[src/dsp_pkg.sv]
// ====================
// dsp package
// widths, counts, types and sequencer states
// shared by the readout front end and the shot sequencer
// ====================
`default_nettype none

package dsp_pkg;

	// counts
	localparam int NPROC = 2;
	localparam int NDLO = 2;
	localparam int NDAC = 4;

	// sample lanes
	localparam int LANE_W = 16;
	localparam int ADC_LANES = 4;
	localparam int DAC_LANES = 16;
	// dac lanes per adc lane
	localparam int UNDERSAMPLE = 4;

	// results and counters
	localparam int ACC_W = 32;
	localparam int ACCBUF_ADDR_W = 4;
	localparam int SHOT_W = 16;

	// baseband word, lane 0 in the low bits
	typedef logic signed [ADC_LANES-1:0][LANE_W-1:0] adc_word_t;
	typedef logic [DAC_LANES-1:0][LANE_W-1:0] dac_word_t;
	typedef logic signed [ACC_W-1:0] acc_t;
	typedef logic [ACCBUF_ADDR_W-1:0] accbuf_addr_t;
	typedef logic [SHOT_W-1:0] shot_t;
	// 0 adc, 1/2 dac pair, 3 hold
	typedef logic [1:0] bb_sel_t;

	// gray-ish walk through a shot
	typedef enum logic [3:0] {
		IDLE = 4'b0000,
		START = 4'b0001,
		PROCRUN = 4'b0011,
		ELEMBUSY = 4'b0010,
		MORESHOT = 4'b0110,
		SHOTADD = 4'b0111,
		DONE = 4'b0101
	} seq_state_e;

	typedef struct packed {
		logic done;
		logic procdone;
		shot_t shot_count;
	} seq_status_t;

	typedef struct packed {
		logic we;
		accbuf_addr_t addr;
		acc_t data;
	} accbuf_wr_t;

endpackage

`default_nettype wire
[src/dsp_top.sv]
// ====================
// dsp top
// shot sequencer plus the readout channels
// ====================
`default_nettype none

module dsp_top import dsp_pkg::*; (
	input logic dspif,
	input logic rst_n,
	// sequencer
	input logic stb_start,
	input shot_t nshot,
	input logic [NPROC-1:0] proc_done,
	input logic [NPROC-1:0] elem_idle,
	output logic proc_reset,
	output logic proc_start,
	output seq_status_t status,
	// readout
	input adc_word_t adc,
	input dac_word_t dac [NDAC],
	input bb_sel_t mix_sel [NDLO],
	input logic [NDLO-1:0] gate,
	input logic acc_reset,
	output accbuf_wr_t accbuf_wr [NDLO],
	output logic [NDLO-1:0] meas,
	output logic [NDLO-1:0] meas_valid
);

	adc_word_t bb [NDLO];

	shot_sequencer u_seq (
		.dspif(dspif),
		.rst_n(rst_n),
		.stb_start(stb_start),
		.nshot(nshot),
		.proc_done(proc_done),
		.elem_idle(elem_idle),
		.proc_reset(proc_reset),
		.proc_start(proc_start),
		.status(status)
	);

	baseband_select u_bbsel (
		.dspif(dspif),
		.adc(adc),
		.dac(dac),
		.mix_sel(mix_sel),
		.bb(bb)
	);

	// one integrator and buffer port per channel
	for (genvar c = 0; c < NDLO; c++) begin : g_rdlo
		acc_t result;
		logic result_stb;

		gated_accumulator u_acc (
			.dspif(dspif),
			.rst_n(rst_n),
			.bb(bb[c]),
			.gate(gate[c]),
			.result(result),
			.result_stb(result_stb)
		);

		accbuf_writer u_wr (
			.dspif(dspif),
			.rst_n(rst_n),
			.result(result),
			.result_stb(result_stb),
			.acc_reset(acc_reset),
			.accbuf_wr(accbuf_wr[c]),
			.meas(meas[c]),
			.meas_valid(meas_valid[c])
		);
	end

endmodule

`default_nettype wire

[src/accbuf_writer.sv]
// ====================
// accbuf writer
// write port of the accumulation buffer
// address locks at the last entry, plus threshold bit
// ====================
`default_nettype none

module accbuf_writer import dsp_pkg::*; (
	input logic dspif,
	input logic rst_n,
	input acc_t result,
	input logic result_stb,
	input logic acc_reset,
	output accbuf_wr_t accbuf_wr,
	output logic meas,
	output logic meas_valid
);

	logic acc_reset_r;
	logic we_r;
	accbuf_addr_t addr_r;
	acc_t data_r;
	// buffer full, stop advancing
	logic locklast;

	assign locklast = &addr_r;

	always_ff @(posedge dspif) begin
		if (!rst_n) begin
			acc_reset_r <= 1'b0;
			we_r <= 1'b0;
			addr_r <= '0;
			meas_valid <= 1'b0;
		end else begin
			acc_reset_r <= acc_reset;
			we_r <= result_stb;
			// step after each write
			addr_r <= acc_reset_r ? '0 : addr_r + accbuf_addr_t'(we_r && !locklast);
			meas_valid <= we_r;
		end
	end

	always_ff @(posedge dspif) begin
		data_r <= result;
		// threshold on the x axis, negative is one
		meas <= data_r[ACC_W-1];
	end

	assign accbuf_wr = '{we: we_r, addr: addr_r, data: data_r};

endmodule

`default_nettype wire

[src/gated_accumulator.sv]
// ====================
// gated accumulator
// sums all lanes while the gate is high
// total comes out when the gate falls
// ====================
`default_nettype none

module gated_accumulator import dsp_pkg::*; (
	input logic dspif,
	input logic rst_n,
	input adc_word_t bb,
	input logic gate,
	output acc_t result,
	output logic result_stb
);

	acc_t lane_sum;
	acc_t total;
	logic gate_d;

	// sign-extended lane sum of this cycle
	always_comb begin
		lane_sum = '0;
		for (int i = 0; i < ADC_LANES; i++) begin
			lane_sum = lane_sum + acc_t'($signed(bb[i]));
		end
	end

	always_ff @(posedge dspif) begin
		if (!rst_n) begin
			gate_d <= 1'b0;
			total <= '0;
			result_stb <= 1'b0;
		end else begin
			gate_d <= gate;
			// falling gate ends the window
			result_stb <= gate_d && !gate;
			if (gate) begin
				total <= total + lane_sum;
			end else if (gate_d) begin
				total <= '0;
			end
		end
	end

	// payload captured with the strobe
	always_ff @(posedge dspif) begin
		if (gate_d && !gate) begin
			result <= total;
		end
	end

endmodule

`default_nettype wire

[src/baseband_select.sv]
// ====================
// baseband select
// registers the adc word, undersamples the dac words
// and picks one baseband stream per readout channel
// ====================
`default_nettype none

module baseband_select import dsp_pkg::*; (
	input logic dspif,
	input adc_word_t adc,
	input dac_word_t dac [NDAC],
	input bb_sel_t mix_sel [NDLO],
	output adc_word_t bb [NDLO]
);

	adc_word_t adc_r;
	// one adc-rate word per dac
	adc_word_t dac_us [NDAC];

	always_ff @(posedge dspif) begin
		adc_r <= adc;
	end

	// keep every UNDERSAMPLE-th dac lane
	for (genvar d = 0; d < NDAC; d++) begin : g_dac
		for (genvar j = 0; j < ADC_LANES; j++) begin : g_lane
			always_ff @(posedge dspif) begin
				dac_us[d][j] <= dac[d][j*UNDERSAMPLE];
			end
		end
	end

	// channel c owns dac 2c and 2c+1
	for (genvar c = 0; c < NDLO; c++) begin : g_chan
		always_ff @(posedge dspif) begin
			case (mix_sel[c])
				2'd0: bb[c] <= adc_r;
				2'd1: bb[c] <= dac_us[2*c];
				2'd2: bb[c] <= dac_us[2*c+1];
				// source 3 holds
				default: bb[c] <= bb[c];
			endcase
		end
	end

endmodule

`default_nettype wire

[src/shot_sequencer.sv]
// ====================
// shot sequencer
// runs nshot shots with a processor reset and start per shot
// nshot of zero runs until reset
// ====================
`default_nettype none

module shot_sequencer import dsp_pkg::*; (
	input logic dspif,
	input logic rst_n,
	input logic stb_start,
	input shot_t nshot,
	input logic [NPROC-1:0] proc_done,
	input logic [NPROC-1:0] elem_idle,
	output logic proc_reset,
	output logic proc_start,
	output seq_status_t status
);

	seq_state_e state;
	seq_state_e nextstate;

	// all cores finished / all elements quiet, one cycle late
	logic procdone_r;
	logic idle_r;

	shot_t nshot_r;
	shot_t shot_cnt;
	shot_t next_cnt;
	// registered decision for MORESHOT
	logic go_on;

	always_ff @(posedge dspif) begin
		if (!rst_n) begin
			state <= IDLE;
		end else begin
			state <= nextstate;
		end
	end

	always_comb begin
		nextstate = IDLE;
		case (state)
			IDLE: nextstate = stb_start ? START : IDLE;
			START: nextstate = PROCRUN;
			PROCRUN: nextstate = procdone_r ? ELEMBUSY : PROCRUN;
			ELEMBUSY: nextstate = idle_r ? MORESHOT : ELEMBUSY;
			MORESHOT: nextstate = go_on ? SHOTADD : DONE;
			SHOTADD: nextstate = START;
			DONE: nextstate = IDLE;
			default: nextstate = IDLE;
		endcase
	end

	// shot counting pipeline
	always_ff @(posedge dspif) begin
		if (!rst_n) begin
			procdone_r <= 1'b0;
			idle_r <= 1'b0;
			next_cnt <= '0;
			go_on <= 1'b0;
		end else begin
			procdone_r <= &proc_done;
			idle_r <= &elem_idle;
			next_cnt <= shot_cnt + 1'b1;
			// more shots left, or free running
			go_on <= (next_cnt != nshot_r) || (nshot_r == '0);
		end
	end

	// outputs follow the state being entered
	always_ff @(posedge dspif) begin
		if (!rst_n) begin
			shot_cnt <= '0;
			nshot_r <= nshot;
			proc_reset <= 1'b1;
			proc_start <= 1'b0;
			status.done <= 1'b0;
			status.shot_count <= '0;
		end else begin
			proc_reset <= !(nextstate == START || nextstate == PROCRUN);
			proc_start <= (nextstate == START);
			status.done <= (nextstate == DONE);
			case (nextstate)
				IDLE: begin
					shot_cnt <= '0;
					nshot_r <= nshot;
				end
				SHOTADD: begin
					shot_cnt <= next_cnt;
					// report the shot just finished
					status.shot_count <= shot_cnt;
				end
				DONE: begin
					shot_cnt <= '0;
				end
				default: begin
					shot_cnt <= shot_cnt;
				end
			endcase
		end
	end

	// sticky until the next start
	always_ff @(posedge dspif) begin
		if (!rst_n) begin
			status.procdone <= 1'b0;
		end else if (procdone_r) begin
			status.procdone <= 1'b1;
		end else if (proc_start) begin
			status.procdone <= 1'b0;
		end
	end

endmodule

`default_nettype wire

[config.mk]
export PLATFORM = sky130hd
export DESIGN_NAME = dsp_top
export DESIGN_NICKNAME = d
export VERILOG_FILES = /design/src/dsp_pkg.sv /design/src/dsp_top.sv /design/src/accbuf_writer.sv /design/src/gated_accumulator.sv /design/src/baseband_select.sv /design/src/shot_sequencer.sv
export SDC_FILE = /design/constraint.sdc
export NUM_CORES = 1
export LEC_CHECK = 0
export BUFFER_PORTS_ARGS = -buffer_cell sky130_fd_sc_hd__buf_2
export CORE_AREA = 2 2 472 474
export DETAILED_ROUTE_END_ITERATION = 8
export DIE_AREA = 0 0 474 476
export PLACE_DENSITY = 0.34
export RECOVER_POWER = 25
export SLEW_MARGIN = 10
export SYNTH_ARGS = -nofsm -noshare
export SYNTH_HDL_FRONTEND = slang
export SYNTH_SLANG_ARGS = --single-unit
[constraint.sdc]
create_clock -name dspif -period 9.05 [get_ports dspif]
set_input_delay 1.3575 -clock dspif [delete_from_list [all_inputs] [get_ports dspif]]
set_output_delay 1.3575 -clock dspif [all_outputs]
set_load 0.005 [all_outputs]
==> results.toml <==
[status]
status = "completed"

[placed_design]
dpl.hpwl_um = 82000
port_buffers = 447
gp_congestion = 0.760
post-place-ws_ps = 2490

[power]
power.density_nw_per_um2 = 363
peakVddDrop_mv = 0.169
total_power_mw = 13.7
power.leakage_nw = 15.4

[detailed_routing]
ant_nets = 0
vias_per_cell = 3.15
drc = 0
dr_total_vias = 19218
routed_wl_um = 103000
drt_first_pass_iters = 5
wl_per_cell_um = 17.0
first_iter_violations = 878

[die]
die_area_um2 = 226000
core-area_um2 = 221000
die_h_um = 476
start_util = 0.130
pin_count = 1216
rows = 173
die_w_um = 474

[setup_path]
worstSetupPathType = "flop to flop"
path_buf_inv = 1
critical_path.max_stage_delay_ps = 670
critPathLaunchType = "flop"
cp_common_cell = "a21oi_1"
cp.arrival_ps = 7140
crit_family = "compound AO/OA/AOI/OAI gates"
cp_max_fo = 8
cp_num_cells = 23
cp_cell_sequence = "fa_1, ha_1, a21o_1, a21oi_1, o21ai_0, a31oi_1, or3_1, a21oi_1, a2111oi_1, a21oi_1, xnor2_1, fa_1, inv_1, ha_1, a21o_1, a21oi_1, nor2_1, o311ai_0, o21ai_1, a221oi_1, o21ai_1, xnor2_1, o21ai_0"
worstPathRequired_ps = 9620
rr_worst_depth = 23
cp-end-kind = "flop"
slowest_stage = "a2111oi_1"

[timing]
rsz0062_at_grt = "no"
finalWorstSetupSlack_ps = 2490
max_freq_ghz = 0.152
hold_viol = 0
whs_ps = 334
tns_ps = 0
worstMarginPinSlew_ps = 1040
finalSetupViolations = 0
finClkSkew_ps = 51.1
period_share = 0.725
relSlewSlack = 0.298
report.final.slew_viol_count = 0
post-route-min-period_ps = 6560

[global_routing]
grt_max_degree = 81
grt_overflow = 0
antenna_found_initial = 60
grt_first_pass_wirelength_um = 143000
track_usage = 0.0905
grt_pass1_vias = 19841

[clock_tree]
cts-buffers-inserted = 95
ctsResizeCount = 0
cts_setup_buffers = 0
insertion_delay_ps = 730
cts.path.max_buffers = 3
clock-root-buffer = "clkbuf_16"
htreeDepth = 3
clkSinkCount = 733
cts_hold_buf = 0
clk_pin_slew_worst_paths_ps = 60
tritoncts = "done"

[yosys]
synth_cells = 2575
ys_warn_count = 0
synth_flop_cell = "dfxtp_1"
synth_top_family_by_area = "compound AO/OA/AOI/OAI gates"
synth.distinct_cells = 83
synth-compound-area-share = 0.133
yosysSeqAreaShare = 0.583
yosys.area_share.simple = 0.0796
ys_ff_latch = 733
avgSynthCellArea_um2 = 11.2
synthMuxAreaShare = 0.00144
synthAdderAreaFrac = 0.114
synth_top_cell_by_area = "dfxtp_1"
synth_edf_count = 208
yosys.area.top_type_share = 0.366
synth-xor-area-share = 0.0353
synth_fp_nets = 3896
syn-cell-area_um2 = 28800
async_flop_share = 0
synth_area_leaders = "dfxtp_1 37%, edfxtp_1 22%, fa_1 6.8%, ha_1 4.6%, a22oi_1 3.7%"

[cells_and_area]
nets = 4347
synthToLayoutAreaGrowth_pct = 31.3
fillers = 24714
layout_commonest_cell = "dfxtp_1"
drive_gt1_frac = 0.213
mostFrequentLayoutCells = "525 x dfxtp_1, 446 x buf_2, 276 x inv_1, 249 x nand2_1, 208 x edfxtp_1"

[worst_hold_path]
hold_depth = 0
hold_path_class = "flop to flop"

[run]
cap_violations = 0
## routing by layer
metal / part of all wire / GRT usage / vias up / wire [um]
met3: 0.057 / 0.0270 / 201 / 5930
met2: 0.46 / 0.148 / 445 / 47800
met5: 0.0040 / 0 / - / 414
met4: 0.029 / 0.0305 / 70 / 2980
li1: - / - / 9739 / -
met1: 0.45 / 0.113 / 8763 / 46300
## layout make-up
type	count	area, um2	share of cell area
Inverter	279	1050	0.0278
Sequential cell	733	16800	0.444
Timing Repair Buffer	472	2420	0.0642
Clock buffer	130	2750	0.0728
Clock inverter	47	499	0.0132
Antenna cell	15	37.5	0.000995
Multi-Input combinational cell	1445	10500	0.278
Tap cell	2975	3720	0.0986
## final timing paths
check	endpoint	slack (ps)	startpoint
worst max-delay path	g_rdlo[0].u_acc.total[31]	2490	u_bbsel.bb[66]
worst min-delay path	g_rdlo[0].u_wr.data_r[19]	330	g_rdlo[0].u_acc.result[19]
worst max register to register	g_rdlo[0].u_acc.total[31]	2490	u_bbsel.bb[66]
worst min register to register	g_rdlo[0].u_wr.data_r[19]	330	g_rdlo[0].u_acc.result[19]
## Yosys cell counts, types with 10 or more instances
master,instances
buf_1,17
nor2_1,105
nor3_1,41
clkbuf_1,88
nand4_1,24
nor2b_1,10
ha_1,105
fa_1,98
o21a_1,10
edfxtp_1,208
xnor2_1,62
o21bai_1,13
nand3_1,27
nand2_1,249
o21ai_0,195
dfxtp_1,525
a21oi_1,130
a22oi_1,142
and3_1,13
xor2_1,54
and2_1,11
a21o_1,37
inv_1,278
## stage by stage
stage | instance area (um2) | utilization | std cells
global placement | 34500 | 0.156 | 5904
global route | 37700 | 0.171 | 6092
floorplan | 28800 | - | 2575
detailed placement | 34500 | 0.156 | 5904
finish | 37700 | 0.171 | 6096
CTS | 37700 | 0.171 | 6081
## logic make-up after synthesis
| logic type | Yosys count |
|---|---|
| AO/OA/AOI/OAI | 606 |
| XOR/XNOR | 116 |
| adder cells (fa/ha/maj) | 203 |
| buffers and inverters | 397 |
| flip-flops | 733 |
| multiplexers | 4 |
| AND/OR/NAND/NOR | 516 |
## registers in the layout, summed over array words and instances, names as in the netlist, 3 cells and up
signal,flops
u_bbsel.bb,128
g_rdlo.u_acc.result,64
g_rdlo.u_wr.addr_r,8
u_seq.state,3
u_seq.nshot_r,16
u_seq.next_cnt,16
g_rdlo.u_acc.total,64
u_bbsel.dac_us,256
u_bbsel.adc_r,64
u_seq.status,18
g_rdlo.u_wr.data_r,64
u_seq.shot_cnt,16
## worst register-to-register path: cells and delay by family (launching register included)
kind / cells / cell delay (ps)
AOI/OAI and AO/OA: 14 / 3360
xor gates and xnor gates: 2 / 640
adders and majority gates: 4 / 1660
buffers and inverters: 1 / 70
DFF: 1 / 420
and+or+nand+nor: 2 / 260
## report_power, final
| group | internal [mW] | switching [mW] | leakage [nW] |
|---|---|---|---|
| sequential | 3.71 | 0.161 | 6.50 |
| combinational | 2.34 | 3.60 | 7.30 |
| clock | 2.30 | 1.59 | 1.61 |
| total | 8.35 | 5.35 | 15.4 |
Power figures use the tool's default switching activity.
